===== config.mk =====
export PLATFORM = sky130hd
export DESIGN_NAME = cu_top
export DESIGN_NICKNAME = d
export VERILOG_FILES = /design/src/cu_ctrl_pkg.sv /design/src/cu_mem_pkg.sv /design/src/cu_top.sv /design/src/cu_layer_sequencer.sv /design/src/cu_mem_ctrl.sv /design/src/cu_fsm.sv /design/src/cu_csr_decoder.sv
export VERILOG_INCLUDE_DIRS = /design/src
export SDC_FILE = /design/constraint.sdc
export NUM_CORES = 1
export LEC_CHECK = 0
export BUFFER_PORTS_ARGS = -buffer_cell sky130_fd_sc_hd__buf_4
export CORE_UTILIZATION = 41
export DETAILED_ROUTE_END_ITERATION = 12
export SYNTH_ARGS = -nofsm -noshare
export SYNTH_HDL_FRONTEND = slang
export SYNTH_HIERARCHICAL = 1
export SYNTH_SLANG_ARGS = --single-unit

===== constraint.sdc =====
create_clock -name clk -period 4.5 [get_ports clk]
set_input_delay 0.9 -clock clk [delete_from_list [all_inputs] [get_ports clk]]
set_output_delay 0.9 -clock clk [all_outputs]
set_load 0.005 [all_outputs]

===== src/cu_config.svh =====
`ifndef CU_CONFIG_SVH
`define CU_CONFIG_SVH

// bus widths
`define CU_ADDR_W 32
`define CU_LEN_W  16

// register indices on the host bus
`define CU_REG_IFM_BASE 2'd0
`define CU_REG_OFM_BASE 2'd1
`define CU_REG_LENS     2'd2
`define CU_REG_CTRL     2'd3

`define CU_SEQ_STEPS 8 // compute cycles per layer

`endif

===== src/cu_ctrl_pkg.sv =====
`include "cu_config.svh"

package cu_ctrl_pkg;

    // one host write, no reads on this bus
    typedef struct packed {
        logic                  we;
        logic [1:0]            idx;   // register index
        logic [`CU_ADDR_W-1:0] wdata;
    } csr_wr_t;

    typedef struct packed {
        logic [`CU_LEN_W-1:0] ofm_len; // upper half
        logic [`CU_LEN_W-1:0] ifm_len; // lower half
    } csr_lens_t;

    typedef struct packed {
        logic [`CU_ADDR_W-2:0] rsvd;
        logic                  start;
    } csr_ctrl_t;

    // the same write word, read according to idx
    typedef union packed {
        logic [`CU_ADDR_W-1:0] base;
        csr_lens_t             lens;
        csr_ctrl_t             ctrl;
    } csr_word_u;

    typedef struct packed {
        logic fetch;
        logic compute;
        logic writeback;
    } phase_t;

endpackage


===== src/cu_mem_pkg.sv =====
`include "cu_config.svh"

package cu_mem_pkg;

    ////////////////////////////////////////
    // fsm -> memory controller
    ////////////////////////////////////////

    typedef struct packed {
        logic                  req;  // level, held until done
        logic [`CU_ADDR_W-1:0] addr; // first word of the burst
        logic [`CU_LEN_W-1:0]  len;  // beats, zero allowed
    } mem_req_t;

    ////////////////////////////////////////
    // external memory bus
    ////////////////////////////////////////

    typedef struct packed {
        logic                  valid;
        logic                  write; // 0 = read beat
        logic [`CU_ADDR_W-1:0] addr;
    } mem_beat_t;

endpackage


===== src/cu_top.sv =====
`timescale 1ns/10ps
`include "cu_config.svh"

module cu_top
    import cu_mem_pkg::*;
    import cu_ctrl_pkg::*;
(
    input  logic      clk,
    input  logic      rst,
    input  csr_wr_t   csr,
    input  logic      game_state_ready,
    input  logic      preprocess_done,
    input  logic      cnn_inference_done,
    input  logic      postprocess_done,
    output logic      preprocess_start,
    output logic      cnn_inference_start,
    output logic      postprocess_start,
    output mem_beat_t mem_bus,
    output phase_t    phase,
    output logic      layer_done
);

    logic [`CU_ADDR_W-1:0] ifm_base, ofm_base;
    logic [`CU_LEN_W-1:0]  ifm_len, ofm_len;
    logic                  start_decoded;
    mem_req_t              rd_req, wr_req;
    logic                  rd_done, wr_done;
    logic                  seq_start, seq_done;

    cu_csr_decoder i_decoder (
        .clk, .rst, .csr,
        .ifm_base, .ofm_base, .ifm_len, .ofm_len,
        .start_decoded
    );

    cu_fsm i_fsm (
        .clk, .rst, .start_decoded, .game_state_ready,
        .preprocess_done, .cnn_inference_done, .postprocess_done,
        .rd_done, .wr_done, .seq_done,
        .ifm_base, .ofm_base, .ifm_len, .ofm_len,
        .rd_req, .wr_req, .seq_start, .phase,
        .preprocess_start, .cnn_inference_start, .postprocess_start,
        .layer_done
    );

    cu_mem_ctrl i_mem_ctrl (
        .clk, .rst, .rd_req, .wr_req,
        .rd_done, .wr_done, .mem_bus
    );

    cu_layer_sequencer i_sequencer (
        .clk, .rst, .seq_start, .seq_done
    );

endmodule


===== src/cu_layer_sequencer.sv =====
`timescale 1ns/10ps
`include "cu_config.svh"

module cu_layer_sequencer (
    input  logic clk,
    input  logic rst,
    input  logic seq_start,
    output logic seq_done
);

    localparam int STEPS = `CU_SEQ_STEPS;
    localparam int CNT_W = $clog2(STEPS + 1);

    logic             busy;
    logic [CNT_W-1:0] cnt; // cycles since seq_start

    always_ff @(posedge clk, posedge rst) begin
        if (rst) begin
            busy <= 1'b0;
            cnt  <= '0;
        end else if (seq_start) begin
            busy <= 1'b1;
            cnt  <= 1;
        end else if (busy) begin
            if (cnt == CNT_W'(STEPS)) busy <= 1'b0;
            else                      cnt  <= cnt + 1'b1;
        end
    end

    assign seq_done = busy && (cnt == CNT_W'(STEPS));

    a_no_restart: assert property (
        @(posedge clk) disable iff (rst)
        seq_start |-> !busy
    );

endmodule


===== src/cu_mem_ctrl.sv =====
`timescale 1ns/10ps
`include "cu_config.svh"

module cu_mem_ctrl
    import cu_mem_pkg::*;
(
    input  logic      clk,
    input  logic      rst,
    input  mem_req_t  rd_req,
    input  mem_req_t  wr_req,
    output logic      rd_done,
    output logic      wr_done,
    output mem_beat_t mem_bus
);

    mem_req_t              sel_req;
    logic                  take;
    logic                  busy, wr_mode, done_q, lock;
    logic [`CU_LEN_W-1:0]  cnt, len_q;
    logic [`CU_ADDR_W-1:0] beat_addr;

    assign sel_req = rd_req.req ? rd_req : wr_req; // reads win
    assign take    = sel_req.req && !busy && !lock;

    always_ff @(posedge clk, posedge rst) begin
        if (rst) begin
            busy    <= 1'b0;
            wr_mode <= 1'b0;
            done_q  <= 1'b0;
            lock    <= 1'b0;
            cnt     <= '0;
        end else begin
            done_q <= 1'b0;
            if (take) begin
                wr_mode <= !rd_req.req;
                if (sel_req.len == '0) begin
                    done_q <= 1'b1; // nothing to move
                    lock   <= 1'b1;
                end else begin
                    busy <= 1'b1;
                    cnt  <= 1;
                end
            end else if (busy) begin
                if (cnt == len_q) begin
                    busy   <= 1'b0;
                    done_q <= 1'b1;
                    lock   <= 1'b1; // hold off until req drops
                end else begin
                    cnt <= cnt + 1'b1;
                end
            end else if (lock && !rd_req.req && !wr_req.req) begin
                lock <= 1'b0;
            end
        end
    end

    always_ff @(posedge clk) begin
        if (take) begin
            len_q     <= sel_req.len;
            beat_addr <= sel_req.addr;
        end else if (busy) begin
            beat_addr <= beat_addr + 1'b1;
        end
    end

    assign mem_bus = '{valid: busy, write: wr_mode, addr: beat_addr};
    assign rd_done = done_q && !wr_mode;
    assign wr_done = done_q && wr_mode;

    a_done_after_burst: assert property (
        @(posedge clk) disable iff (rst)
        (rd_done || wr_done) |-> $past(busy || take)
    );

endmodule


===== src/cu_fsm.sv =====
`timescale 1ns/10ps
`include "cu_config.svh"

module cu_fsm
    import cu_mem_pkg::*;
    import cu_ctrl_pkg::*;
(
    input  logic                  clk,
    input  logic                  rst,
    input  logic                  start_decoded,
    input  logic                  game_state_ready,
    input  logic                  preprocess_done,
    input  logic                  cnn_inference_done,
    input  logic                  postprocess_done,
    input  logic                  rd_done,
    input  logic                  wr_done,
    input  logic                  seq_done,
    input  logic [`CU_ADDR_W-1:0] ifm_base,
    input  logic [`CU_ADDR_W-1:0] ofm_base,
    input  logic [`CU_LEN_W-1:0]  ifm_len,
    input  logic [`CU_LEN_W-1:0]  ofm_len,
    output mem_req_t              rd_req,
    output mem_req_t              wr_req,
    output logic                  seq_start,
    output phase_t                phase,
    output logic                  preprocess_start,
    output logic                  cnn_inference_start,
    output logic                  postprocess_start,
    output logic                  layer_done
);

    typedef enum logic [3:0] {
        S_IDLE,
        S_PREPROCESS,    // game grid to cnn input
        S_FETCH_IFM,
        S_START_SEQ,
        S_WAIT_SEQ,
        S_CNN_INFERENCE,
        S_POSTPROCESS,   // cnn output to a move
        S_WRITEBACK,
        S_DONE
    } cu_state_t;

    cu_state_t state, n_state;

    always_ff @(posedge clk, posedge rst) begin
        if (rst) state <= S_IDLE;
        else     state <= n_state;
    end

    ////////////////////////////////////////
    // next state
    ////////////////////////////////////////

    always_comb begin
        n_state = state;
        case (state)
            S_IDLE:          if (start_decoded && game_state_ready) n_state = S_PREPROCESS;
            S_PREPROCESS:    if (preprocess_done) n_state = S_FETCH_IFM;
            S_FETCH_IFM:     if (rd_done) n_state = S_START_SEQ;
            S_START_SEQ:     n_state = S_WAIT_SEQ;
            S_WAIT_SEQ:      if (seq_done) n_state = S_CNN_INFERENCE;
            S_CNN_INFERENCE: if (cnn_inference_done) n_state = S_POSTPROCESS;
            S_POSTPROCESS:   if (postprocess_done) n_state = S_WRITEBACK;
            S_WRITEBACK:     if (wr_done) n_state = S_DONE;
            S_DONE:          n_state = S_IDLE;
            default:         n_state = S_IDLE;
        endcase
    end

    ////////////////////////////////////////
    // moore outputs
    ////////////////////////////////////////

    always_comb begin
        rd_req              = '0;
        wr_req              = '0;
        seq_start           = 1'b0;
        phase               = '0;
        preprocess_start    = (state == S_PREPROCESS);
        cnn_inference_start = (state == S_CNN_INFERENCE);
        postprocess_start   = (state == S_POSTPROCESS);
        layer_done          = (state == S_DONE);

        if (state == S_FETCH_IFM) begin
            rd_req      = '{req: 1'b1, addr: ifm_base, len: ifm_len};
            phase.fetch = 1'b1;
        end
        if (state == S_START_SEQ) seq_start = 1'b1;
        // compute covers the sequencer and the cnn engine
        if (state == S_WAIT_SEQ || state == S_CNN_INFERENCE) phase.compute = 1'b1;
        if (state == S_WRITEBACK) begin
            wr_req          = '{req: 1'b1, addr: ofm_base, len: ofm_len};
            phase.writeback = 1'b1;
        end
    end

    a_req_excl: assert property (
        @(posedge clk) disable iff (rst)
        !(rd_req.req && wr_req.req)
    );

    a_state_legal: assert property (
        @(posedge clk) disable iff (rst)
        state inside {[S_IDLE:S_DONE]}
    );

endmodule


===== src/cu_csr_decoder.sv =====
`timescale 1ns/10ps
`include "cu_config.svh"

module cu_csr_decoder
    import cu_ctrl_pkg::*;
(
    input  logic                  clk,
    input  logic                  rst,
    input  csr_wr_t               csr,
    output logic [`CU_ADDR_W-1:0] ifm_base,
    output logic [`CU_ADDR_W-1:0] ofm_base,
    output logic [`CU_LEN_W-1:0]  ifm_len,
    output logic [`CU_LEN_W-1:0]  ofm_len,
    output logic                  start_decoded
);

    csr_word_u word;
    logic      start_hit;

    assign word      = csr.wdata;
    assign start_hit = csr.we && (csr.idx == `CU_REG_CTRL) && word.ctrl.start;

    ////////////////////////////////////////
    // register file
    ////////////////////////////////////////

    always_ff @(posedge clk, posedge rst) begin
        if (rst) begin
            ifm_base      <= '0;
            ofm_base      <= '0;
            ifm_len       <= '0;
            ofm_len       <= '0;
            start_decoded <= 1'b0;
        end else begin
            start_decoded <= start_hit; // one cycle after the ctrl write
            if (csr.we) begin
                case (csr.idx)
                    `CU_REG_IFM_BASE: ifm_base <= word.base;
                    `CU_REG_OFM_BASE: ofm_base <= word.base;
                    `CU_REG_LENS: begin
                        ifm_len <= word.lens.ifm_len;
                        ofm_len <= word.lens.ofm_len;
                    end
                    default: begin
                        // ctrl only carries the start bit
                    end
                endcase
            end
        end
    end

    // start must stay a single-cycle pulse for the fsm
    a_start_pulse: assert property (
        @(posedge clk) disable iff (rst)
        start_decoded |=> !start_decoded
    );

endmodule


-- Word level (Yosys, flattened, before mapping)
Index checks and enable logic that the tools add are counted.
- output and inout port bits: 41
- input bits: 41
- logic and storage cells: 112
- register bits after elaboration: 174
- $add $sub $neg: 3
- muxes and demuxes: 40
- equality and inequality tests: 25
- reductions and logical operators: 29
- operator list (operator ; count):
    $mux 49 ; 3
    $mux 16 ; 4
    $mux 32 ; 2
    $mux 4 ; 10
    $add 32x1->32 const B ; 1
    $pmux 4 s8 ; 1
    $mux 1 ; 20
    $add 16x1->16 const B ; 1
    $eq 16x16->1 ; 1
    $eq 4x3->1 const B ; 4
    $logic_not 16->1 ; 1
    $ne 2x2->1 const B ; 6
    $logic_and 1x1->1 ; 10
    $ne 2x1->1 const B ; 5
    $eq 4x2->1 const B ; 2
    $eq 4x4->1 const B ; 2
    $reduce_and 2->1 ; 4
    $reduce_and 7->1 ; 1
    $reduce_and 3->1 ; 2
    $logic_not 1->1 ; 5
    $add 4x1->4 const B ; 1
    $eq 2x2->1 const B ; 2
    $eq 4x1->1 const B ; 1
    $logic_not 4->1 ; 1
    6 further kinds ; 7

-- Logic depth before layout (Yosys ltp)
Gate-level depths: netlist of run 1.
- word-level depth: 8
- depth in mapped cells: 12
- mapped depth without buffers: 8

-- Hierarchy
Netlist of run 1, hierarchy kept.
- modules (own cells, without submodules) (module ; cells each ; area an instance (um^2) ; instances ; sequential area each (um^2)):
    cu_mem_ctrl ; 413 ; 4255.3 ; 1 ; 1941.9
    cu_csr_decoder ; 207 ; 3664.8 ; 1 ; 2427.3
    cu_fsm ; 151 ; 1048.5 ; 1 ; 100.1
    cu_layer_sequencer ; 27 ; 270.3 ; 1 ; 125.1

-- Least setup slack after synthesis of run 1
OpenSTA, ideal clock, no wires.
- kind: register to register
- start point: register i_fsm.state[0]
- end point: register i_mem_ctrl.beat_addr[0] (enable)
- required time: 4.106 ns
- clock period less this slack: 3.040 ns
- library setup time: 0.394 ns
- slack: 1.460 ns
- arrival time: 2.646 ns
- stages on the path, launching flop included: 10
- buffers on the path: 5
- cell sequence: dfrtp_1 buf_6 nor4b_4 buf_2 buf_4 nor2_1 or3_1 clkbuf_1 clkbuf_1 nand2b_1
- RTL lines (what ; line ; text):
    from (decl) ; cu_fsm.sv:44 ; cu_state_t state, n_state;
    from (signal assigned) ; cu_fsm.sv:48 ; else state <= n_state;
    to (signal assigned) ; cu_mem_ctrl.sv:60 ; beat_addr <= sel_req.addr;
    to (signal assigned) ; cu_mem_ctrl.sv:62 ; beat_addr <= beat_addr + 1'b1;
    to (decl) ; cu_mem_ctrl.sv:20 ; logic [`CU_ADDR_W-1:0] beat_addr;

==> reports/summary.txt, run 1 <==
Storage cell area: 0.00459 mm^2
Die ar.: 0.0231 mm^2
failing checks: DRC
Setup crit end kind: flop
GPL Wtd Cong: 0.844
final hold violations: 0
Post-Place Worst Slack: 1.37 ns
initial antenna violation count: 0
Port Buffers: 81
YS warnings: 6
post-DR wirelength/cell: 17.9 um
io pins: 82
synthesized area per cell: 11.6 um^2
Clock Skew: 0.0144 ns
post-DR vias/cell: 5.36
Clock transition at path regs: 0.07 ns
Rows: 54
register area share after synthesis: 49.7%
CP max-delay cell: o21ai_2
asr flop ratio synth: 72.4%
# Post-CTS Setup Buffers: 0
kind of critical path: flop to flop
Crit Reg-Reg Endpoint: i_mem_ctrl/cnt[6]
Starting Density: 42.1%
FF-to-FF setup slack: 1.39 ns
DR pass1 iterations: 9
largest net degree at the start of global routing: 55
Total GRT Usage: 18.8%
Filler cells: 2,004
Setup crit end: i_mem_ctrl/cnt[6]
max layer used: met4
detailed-route DRC error count: 4
Startpoint Class: flop
slew margin rel.: 20.9%
Final HPWL DP: 14.3 mm
synthesized area: 0.00924 mm^2
Max Cap Viol: 0
Syn-to-layout area delta: 14.1%
vias post-DR: 6,181
critical path peak fanout: 54
number of diodes: 0
Crit. Startpoint: i_fsm/state[0]
Critical R2R Launch: i_fsm/state[0]
clock root buffer: clkbuf_16
pins over their slew limit: 0
commonest non-fill, non-tap cell in the layout: dfrtp_1
met1 WL: 10.0 mm
worst slew pin tran: 1.18 ns
syn_nets: 843
Critical Path Max Stage Delay: 0.69 ns
Yosys top cell area share: 34.1%
max frequency: 0.321 GHz
Final Critical Period: 3.11 ns
critical-path cell list: nor4b_4, buf_4, and2_1, nor4_1, a22oi_1, a21oi_1, o21ai_2, a31oi_1
VDD IR max: 0.246 mV
met2 WL: 9.72 mm
TritonCTS clock tree: built
WL met3: 641 um
grt ovf: 0
Leakage Power: 4.35 nW
Max Buffers Root-to-Sink: 2
Die Height: 152 um
initial drt markers: 372
CTS Hold Bufs: 0
Synth Flop Type: dfrtp_1
status: finished, violations left
worst min path class: input port to async pin
Data arrival, critical path: 3.39 ns
Synth cell types: 65
total CTS buffers: 17
# setup viols final: 0
Layout Nets: 905
first-pass GRT wire length: 33.9 mm
RSZ-0062 raised after global routing: false
share of layout cells above drive strength 1: 30.0%
clk sinks: 174
P per Cell Area: 564 mW/mm^2
final WL: 20.6 mm
final worst-path setup slack: 1.39 ns
CTS resizes: 0
Req. time, crit path: 4.77 ns
Die Wd: 152 um
Multi-input gate area: 0.00426 mm^2
FF-to-FF path depth: 8
core area: 0.0220 mm^2
antenna viol nets, final: 0
final worst-path cycle share: 69.2%
ranking of synthesized cells by area: dfrtp_1 34%, edfxtp_1 16%, mux2_2 14%
cells after synthesis: 798
Fin Setup TNS: 0 ns
commonest cells after routing, fill and taps aside: 126 x dfrtp_1, 111 x mux2_2, 103 x and2_1, 89 x buf_4, 48 x edfxtp_1
Yosys reg bits: 174
htree depth: 4
vias in the first global route: 6,167
cell taking the most area after synthesis: dfrtp_1
Clock Latency Late Sink: 0.44 ns
Post-synth EDFFs: 48
logic make-up after synthesis:
group | synth area share [%]
AND/OR/NAND/NOR | 17.9
flip-flops | 49.7
multiplexers | 15.2
AO/OA/AOI/OAI | 7.77
buffers and inverters | 4.27
XOR/XNOR | 4.63
adder cells (fa/ha/maj) | 0.542
sequential cells by signal (all words and copies together), names as in the netlist:
register and cells:
i_sequencer/busy 1, i_decoder/ofm_len 16, i_mem_ctrl/cnt 16, i_mem_ctrl/done_q 1, i_decoder/ofm_base 32, i_decoder/ifm_len 16, i_mem_ctrl/lock 1, i_decoder/start_decoded 1
i_fsm/state 4, i_mem_ctrl/wr_mode 1, i_decoder/ifm_base 32, i_mem_ctrl/beat_addr 32, i_mem_ctrl/len_q 16, i_sequencer/cnt 4, i_mem_ctrl/busy 1
worst min-delay path by stage:
stage                      startpoint                      to  slack, ns  cells past startpoint
4_1_cts                           rst          i_fsm/state[0]       0.38                      2
3_5_place_dp   i_decoder/ifm_base[26]  i_decoder/ifm_base[26]       0.47                      1
2_1_floorplan  i_decoder/ifm_base[25]  i_decoder/ifm_base[25]       0.45                      1
6_report                          rst          i_fsm/state[1]       0.39                      2
3_3_place_gp   i_decoder/ifm_base[26]  i_decoder/ifm_base[26]       0.46                      1
5_1_grt                           rst          i_fsm/state[1]       0.41                      2
cells in the mapped netlist (all sizes together) (24+ instances only):
| cell | count |
|---|---|
| dfrtp | 126 |
| edfxtp | 48 |
| a21oi | 32 |
| nor2b | 27 |
| o21ai | 27 |
| xor2 | 25 |
| nor2 | 24 |
| and2 | 103 |
| buf | 27 |
| nand2 | 24 |
| mux2 | 113 |
| a211oi | 24 |
stage by stage:
stage	cells	power [mW]	area [um^2]	utilization (%)	hold WS (ns)
6_report	1153	5.95	10500	48.0	0.393
3_5_place_dp	1121	4.51	9960	45.4	0.471
2_1_floorplan	798	3.83	9240	-	0.449
3_3_place_gp	1121	4.48	9960	45.4	0.462
5_1_grt	1153	6.34	10500	48.0	0.412
4_1_cts	1153	6.01	10500	48.0	0.379
power breakdown:
part / internal [mW] / total, mW / switching [mW]
Clock: 0.840 / 1.48 / 0.641
Sequential: 2.16 / 2.61 / 0.448
Combinational: 0.928 / 1.86 / 0.928
cell type report:
type / count / share of cell area [%]
tap: 280 / 3.32
clock inverter: 11 / 1.27
sequential: 174 / 43.6
clock buffer: 21 / 4.27
multi-input combinational: 555 / 40.4
inverter: 23 / 0.842
timing repair buffer: 89 / 6.34
worst max-delay path: cells and delay by family (launching register included):
family / cells / cell delay [ns]
compound gates: 4 / 1.16
simple gates: 3 / 0.76
buf+inv: 1 / 0.53
flops: 1 / 0.49
per-layer routing:
metal / global-route usage [%] / up-vias
li1: - / 2966
met5: 0 / -
met4: 5.39 / 0
met2: 30.6 / 120
met1: 26.0 / 3077
met3: 2.94 / 18
Note: power is estimated with default switching activity, not from simulation.
==> run 2, diff against run 1 <==
==> constraint.sdc (replaced) <==
create_clock -name clk -period 3.2 [get_ports clk]
set_input_delay 0.64 -clock clk [delete_from_list [all_inputs] [get_ports clk]]
set_output_delay 0.64 -clock clk [all_outputs]
set_load 0.005 [all_outputs]
==> run 2 against run 1 <==
Effect of this change: the run still ends with DRC left; global-route usage up 0.091 points; wire length up 0.19%; register-to-register slack worse by 1.0 ns; via count about the same; utilization up 0.60 points; hold slack worse by 0.25 ns; sequential power up 39%.
==> reports/summary.txt, run 2 (synthesis results as in run 1) <==
pins over their slew limit: 0 (unchanged)
Port Buffers: 81 (unchanged)
clk sinks: 174 (unchanged)
Die Height: 152 um (unchanged)
Leakage Power: 4.42 nW (was 4.35 nW)
Syn-to-layout area delta: 15.6% (was 14.1%)
# Post-CTS Setup Buffers: 0 (unchanged)
commonest non-fill, non-tap cell in the layout: dfrtp_1 (unchanged)
placed inst area: 0.0101 mm^2 (was 0.00996 mm^2)
Max Cap Viol: 0 (unchanged)
Post-Layout Inst Area: 0.0107 mm^2 (was 0.0105 mm^2)
# setup viols final: 0 (unchanged)
initial antenna violation count: 0 (unchanged)
CTS Hold Bufs: 0 (unchanged)
Filler cells: 2,000 (was 2,004)
Top Registers: i_decoder/ifm_base: 32 flops, i_decoder/ofm_base: 32 flops, i_mem_ctrl/beat_addr: 32 flops (unchanged)
P per Cell Area: 792 mW/mm^2 (was 564 mW/mm^2)
critical path peak fanout: 68 (was 54)
core area: 0.0220 mm^2 (unchanged)
vias in the first global route: 6,225 (was 6,167)
Clock Latency Late Sink: 0.43 ns (was 0.44 ns)
Finished Layout Cells: 1,165 (was 1,153)
vias post-DR: 6,183 (was 6,181)
Clock transition at path regs: 0.06 ns (was 0.07 ns)
Clock Skew: 0.0143 ns (was 0.0144 ns)
CP max-delay cell: dfrtp_1 (was o21ai_2)
htree depth: 4 (unchanged)
kind of critical path: flop to output port (was flop to flop)
GR Layer Usage met3: 3.68% (was 2.94%)
DR pass1 iterations: 8 (was 9)
Final Critical Period: 2.85 ns
worst slew pin tran: 0.809 ns (was 1.18 ns)
Max Buffers Root-to-Sink: 2 (unchanged)
CTS resizes: 0 (unchanged)
Crit Reg-Reg Endpoint: i_mem_ctrl/cnt[14] (was i_mem_ctrl/cnt[6])
met1 Use GR: 25.3% (was 26.0%)
dpl cells: 1,133 (was 1,121)
worst min path class: input port to async pin (unchanged)
clock root buffer: clkbuf_16 (unchanged)
io pins: 82 (unchanged)
post-DR wirelength/cell: 17.7 um (was 17.9 um)
VDD IR max: 0.428 mV (was 0.246 mV)
critical-path cell list: nor4b_4, buf_12, buf_6, buf_4 (was nor4b_4, buf_4, and2_1, nor4_1, a22oi_1, a21oi_1, o21ai_2, a31oi_1)
TritonCTS clock tree: built (unchanged)
antenna viol nets, final: 0 (unchanged)
post-DR vias/cell: 5.31 (was 5.36)
Req. time, crit path: 2.56 ns (was 4.77 ns)
Die Wd: 152 um (unchanged)
Fin Setup TNS: 0 ns (unchanged)
final hold violations: 0 (unchanged)
FF-to-FF path depth: 10 (was 8)
Die ar.: 0.0231 mm^2 (unchanged)
grt ovf: 0 (unchanged)
CP top delay family: buffers and inverters (was compound AO/OA/AOI/OAI gates)
Total GRT Usage: 18.9% (was 18.8%)
Starting Density: 42.1% (unchanged)
failing checks: DRC (unchanged)
Layout Nets: 917 (was 905)
Data arrival, critical path: 2.21 ns (was 3.39 ns)
GRT Max-Usage Layer: met2 (unchanged)
detailed-route DRC error count: 4 (unchanged)
status: finished, violations left (unchanged)
number of diodes: 0 (unchanged)
Critical R2R Launch: i_fsm/state[2] (was i_fsm/state[0])
GPL Wtd Cong: 0.816 (was 0.844)
final worst-path cycle share: 89.2%
initial drt markers: 299 (was 372)
FF-to-FF setup slack: 0.39 ns (was 1.39 ns)
max frequency: 0.350 GHz
Storage cell area: 0.00459 mm^2 (unchanged)
Finished Core Util: 48.6% (was 48.0%)
Multi-input gate area: 0.00426 mm^2 (unchanged)
share of layout cells above drive strength 1: 31.2% (was 30.0%)
Rows: 54 (unchanged)
first-pass GRT wire length: 34.2 mm (was 33.9 mm)
M2 GR Usage: 31.6% (was 30.6%)
Setup crit end kind: output port (was flop)
Buf/Inv on CP: 3 (was 1)
total CTS buffers: 17 (unchanged)
RSZ-0062 raised after global routing: false (unchanged)
Startpoint Class: flop (unchanged)
slew margin rel.: 46.0% (was 20.9%)
Critical Path Max Stage Delay: 0.50 ns (was 0.69 ns)
final WL: 20.7 mm (was 20.6 mm)
largest net degree at the start of global routing: 69 (was 55)
Final HPWL DP: 14.7 mm (was 14.3 mm)
commonest cells after routing, fill and taps aside: 126 x dfrtp_1, 111 x mux2_2, 103 x and2_1, 98 x buf_4, 48 x edfxtp_1 (was 126 x dfrtp_1, 111 x mux2_2, 103 x and2_1, 89 x buf_4, 48 x edfxtp_1)
run 2: cell types whose count changed in the layout (fill, tap and decap cells not counted):
cell,previous run,this run
inv_8,0,1
buf_6,0,1
clkbuf_8,1,3
clkinvlp_4,2,3
clkinv_2,0,1
buf_4,89,98
bufinv_16,2,1
clkinv_4,4,2
buf_12,0,2
clkbuf_16,17,18
clkbuf_1,3,1
inv_6,2,1
run 2: metal layers:
metal  routed length (um)  vias up
met2                 9960      114
li1                     -     2988
met3                  673        8
met5                    0        -
met1                 9870     3073
met4                  149        0
run 2: per-stage QoR:
| stage | setup slack, ns | total power, mW | hold WS [ns] |
|---|---|---|---|
| finish | 0.347 | 8.46 | 0.140 |
| global route | 0.109 | 9.00 | 0.115 |
| CTS | 0.172 | 8.53 | 0.116 |
| detailed placement | 0.404 | 6.43 | 0.471 |
| global placement | 0.493 | 6.38 | 0.459 |
| floorplan | 0.0263 | 5.39 | 0.406 |
run 2: worst max path at each step:
stage,start,to,slack (ns),depth (start not counted)
after floorplan,rst,i_decoder/ifm_base[0],0.03,1
final,i_fsm/state[0],phase[2],0.35,4
after global placement,i_fsm/state[2],i_mem_ctrl/cnt[9],0.49,7
after global routing,i_fsm/state[2],i_mem_ctrl/cnt[9],0.11,10
after CTS,i_fsm/state[0],phase[2],0.17,4
after detailed placement,i_fsm/state[2],i_mem_ctrl/cnt[9],0.40,10
run 2: layout make-up:
cell class                      count  area share, %
Inverter                           23          0.832
Sequential cell                   174           43.0
Clock buffer                       22           4.64
Clock inverter                     10          0.949
Multi-Input combinational cell    555           39.9
Timing Repair Buffer              101           7.37
Tap cell                          280           3.28
run 2: where the power goes:
part / switching (mW) / internal, mW
Clock: 0.891 / 1.19
Sequential: 0.595 / 3.04
Combinational: 1.36 / 1.39
==> run 3, diff against run 2 <==
--- a/config.mk
+++ b/config.mk
@@ -6,6 +6,7 @@
 export SDC_FILE = /design/constraint.sdc
 export NUM_CORES = 1
 export LEC_CHECK = 0
+export ABC_AREA = 1
 export BUFFER_PORTS_ARGS = -buffer_cell sky130_fd_sc_hd__buf_4
 export CORE_UTILIZATION = 41
 export DETAILED_ROUTE_END_ITERATION = 12
==> run 3 against run 2 <==
Effect of this change: the flow now finishes without violations; count of clock-buffer cells in the layout down 2; register-to-register slack better by 0.22 ns; critical path depth up 6; clock skew down 0.0032 ns; sequential power about the same; cell area up 9.3%; largest power group unchanged.
==> reports/summary.txt, run 3 <==
status: finished clean (was finished, violations left)
max frequency: 0.386 GHz (was 0.350 GHz)
Total GRT Usage: 23.2% (was 18.9%)
Port Buffers: 81 (unchanged)
share of layout cells above drive strength 1: 11.8% (was 31.2%)
dpl cells: 1,788 (was 1,133)
ranking of synthesized cells by area: dfrtp_1 30%, nand2_1 20%, edfxtp_1 14% (was dfrtp_1 34%, edfxtp_1 16%, mux2_2 14%)
# Post-CTS Setup Buffers: 0 (unchanged)
Synth Flop Type: dfrtp_1 (unchanged)
vias in the first global route: 8,816 (was 6,225)
Final HPWL DP: 20.6 mm (was 14.7 mm)
P per Cell Area: 764 mW/mm^2 (was 792 mW/mm^2)
pins over their slew limit: 0 (unchanged)
GPL Wtd Cong: 0.922 (was 0.816)
Post-Layout Inst Area: 0.0117 mm^2 (was 0.0107 mm^2)
commonest non-fill, non-tap cell in the layout: nand2_1 (was dfrtp_1)
Clock transition at path regs: 0.07 ns (was 0.06 ns)
asr flop ratio synth: 72.4% (unchanged)
Synth cell types: 42 (was 65)
CTS Hold Bufs: 0 (unchanged)
Yosys reg bits: 174 (unchanged)
kind of critical path: flop to flop (was flop to output port)
TritonCTS clock tree: built (unchanged)
worst slew pin tran: 0.858 ns (was 0.809 ns)
Req. time, crit path: 3.57 ns (was 2.56 ns)
Syn-to-layout area delta: 12.1% (was 15.6%)
synthesized area: 0.0104 mm^2 (was 0.00924 mm^2)
Top Registers: i_decoder/ifm_base: 32 flops, i_decoder/ofm_base: 32 flops, i_mem_ctrl/beat_addr: 32 flops (unchanged)
register area share after synthesis: 44.1% (was 49.7%)
post-DR wirelength/cell: 15.9 um (was 17.7 um)
detailed-route DRC error count: 0 (was 4)
Yosys top cell area share: 30.3% (was 34.1%)
Max Cap Viol: 0 (unchanged)
cells after synthesis: 1,441 (was 798)
Layout Nets: 1,528 (was 917)
CTS resizes: 0 (unchanged)
io pins: 82 (unchanged)
DR pass1 iterations: 5 (was 8)
antenna viol nets, final: 0 (unchanged)
clock root buffer: clkbuf_16 (unchanged)
slew margin rel.: 42.7% (was 46.0%)
htree depth: 4 (unchanged)
Die Wd: 161 um (was 152 um)
Post-synth EDFFs: 48 (unchanged)
Fin Setup TNS: 0 ns (unchanged)
final WL: 29.0 mm (was 20.7 mm)
FF-to-FF path depth: 10 (unchanged)
# setup viols final: 0 (unchanged)
Rows: 57 (was 54)
Data arrival, critical path: 2.96 ns (was 2.21 ns)
VDD IR max: 0.416 mV (was 0.428 mV)
Max Buffers Root-to-Sink: 2 (unchanged)
grt ovf: 0 (unchanged)
Leakage Power: 5.92 nW (was 4.42 nW)
Clock Skew: 0.0112 ns (was 0.0143 ns)
clk sinks: 174 (unchanged)
count leader, synth: nand2_1 (was dfrtp_1)
core area: 0.0246 mm^2 (was 0.0220 mm^2)
largest net degree at the start of global routing: 55 (was 69)
Crit Reg-Reg Endpoint: i_mem_ctrl/cnt[8] (was i_mem_ctrl/cnt[14])
post-DR vias/cell: 5.06 (was 5.31)
Setup crit end kind: flop (was output port)
FF-to-FF setup slack: 0.61 ns (was 0.39 ns)
final hold violations: 0 (unchanged)
Die ar.: 0.0260 mm^2 (was 0.0231 mm^2)
Clock Latency Late Sink: 0.43 ns (about the same)
initial drt markers: 914 (was 299)
Final Critical Period: 2.59 ns (was 2.85 ns)
final worst-path cycle share: 80.9% (was 89.2%)
Die Height: 161 um (was 152 um)
worst min path class: input port to async pin (unchanged)
total CTS buffers: 17 (unchanged)
first-pass GRT wire length: 47.1 mm (was 34.2 mm)
Finished Layout Cells: 1,821 (was 1,165)
critical path peak fanout: 54 (was 68)
cell taking the most area after synthesis: dfrtp_1 (unchanged)
Critical R2R Launch: i_fsm/state[3] (was i_fsm/state[2])
initial antenna violation count: 1 (was 0)
RSZ-0062 raised after global routing: false (unchanged)
Starting Density: 42.3% (was 42.1%)
placed inst area: 0.0110 mm^2 (was 0.0101 mm^2)
synthesized area per cell: 7.23 um^2 (was 11.6 um^2)
Post-synth top cells: 545 x nand2_1, 175 x nor2_1, 174 x inv_1, 126 x dfrtp_1, 84 x nand3_1 (was 126 x dfrtp_1, 111 x mux2_2, 103 x and2_1, 48 x edfxtp_1, 31 x a21oi_1)
Startpoint Class: flop (unchanged)
YS warnings: 6 (unchanged)
commonest cells after routing, fill and taps aside: 545 x nand2_1, 175 x nor2_1, 173 x inv_1, 126 x dfrtp_1, 95 x buf_4 (was 126 x dfrtp_1, 111 x mux2_2, 103 x and2_1, 98 x buf_4, 48 x edfxtp_1)
vias post-DR: 9,209 (was 6,183)
syn_nets: 1,486 (was 843)
## run 3: cell count changes after synthesis, sizes merged, moves of 28 or more
cell	delta
nand2	+532
nor2	+168
inv	+159
mux2	-113
and2	-103
nand3	+66
nand4	+61
buf	+40
a21oi	-28
## run 3: worst max-delay path by stage
| stage | depth (start not counted) | to | slack (ns) | start |
|---|---|---|---|---|
| 3_5_place_dp | 10 | i_mem_ctrl/cnt[8] | 0.62 | i_fsm/state[3] |
| 6_report | 10 | i_mem_ctrl/cnt[8] | 0.61 | i_fsm/state[3] |
| 5_1_grt | 14 | i_mem_ctrl/cnt[8] | 0.36 | i_fsm/state[3] |
| 4_1_cts | 10 | i_mem_ctrl/cnt[8] | 0.61 | i_fsm/state[3] |
| 3_3_place_gp | 10 | i_mem_ctrl/cnt[6] | 0.72 | i_fsm/state[3] |
| 2_1_floorplan | 1 | i_decoder/ifm_base[0] | 0.03 | rst |
## run 3: final cells by class
| cell class | instances | area, um^2 |
|---|---|---|
| repair buffers | 96 | 733 |
| clock buffers | 20 | 478 |
| well taps | 324 | 405 |
| flip-flops and latches | 174 | 4590 |
| multi-input cells | 1012 | 4620 |
| diodes | 1 | 2.50 |
| fillers | 2500 | 12900 |
| clock inverters | 12 | 145 |
| inverters | 182 | 689 |
## run 3: worst max-delay path: stages (launching register included)
cell and delay [ns]:
dfrtp_1 0.46, nor2_1 0.31, nand2_1 0.15, inv_1 0.22, nor2_1 0.12, nor3_4 0.15
buf_4 0.55, nand2_4 0.24, nand2_1 0.19, nand2_1 0.07, nand2_1 0.06
## run 3: kinds of logic (layout without fill, tap and decap cells)
logic type      Yosys count  count (layout)  synth area share (%)
buf+inv                 255             310                  11.5
other cells               0               1                     0
mux                       3               3                 0.288
fa+ha+maj                 4               4                 0.481
simple gates            949             949                  39.9
compound gates           34              34                  1.87
xor+xnor                 22              22                  1.85
flops                   174             174                  44.1
## run 3: power breakdown
part | switching [mW] | internal, mW | leakage [nW]
Sequential | 0.599 | 3.01 | 2.06
Combinational | 1.98 | 1.12 | 3.56
Clock | 0.948 | 1.26 | 0.305
Total | 3.52 | 5.39 | 5.92
## run 3: metrics by stage
step	hold WS [ns]	setup WS, ns	total power [mW]	utilization (%)
floorplan	0.406	0.0263	5.67	-
global placement	0.453	0.725	6.68	44.9
detailed placement	0.458	0.621	6.73	44.9
CTS	0.109	0.613	8.96	47.4
global route	0.114	0.357	9.53	47.4
finish	0.120	0.611	8.91	47.4
## run 3: layer usage
metal	part of all wire, %	up-vias	GRT usage (%)
li1	-	4592	-
met3	6.6	19	4.08
met5	0	-	0
met2	44	294	35.7
met1	48	4304	33.9
met4	1.0	0	5.45
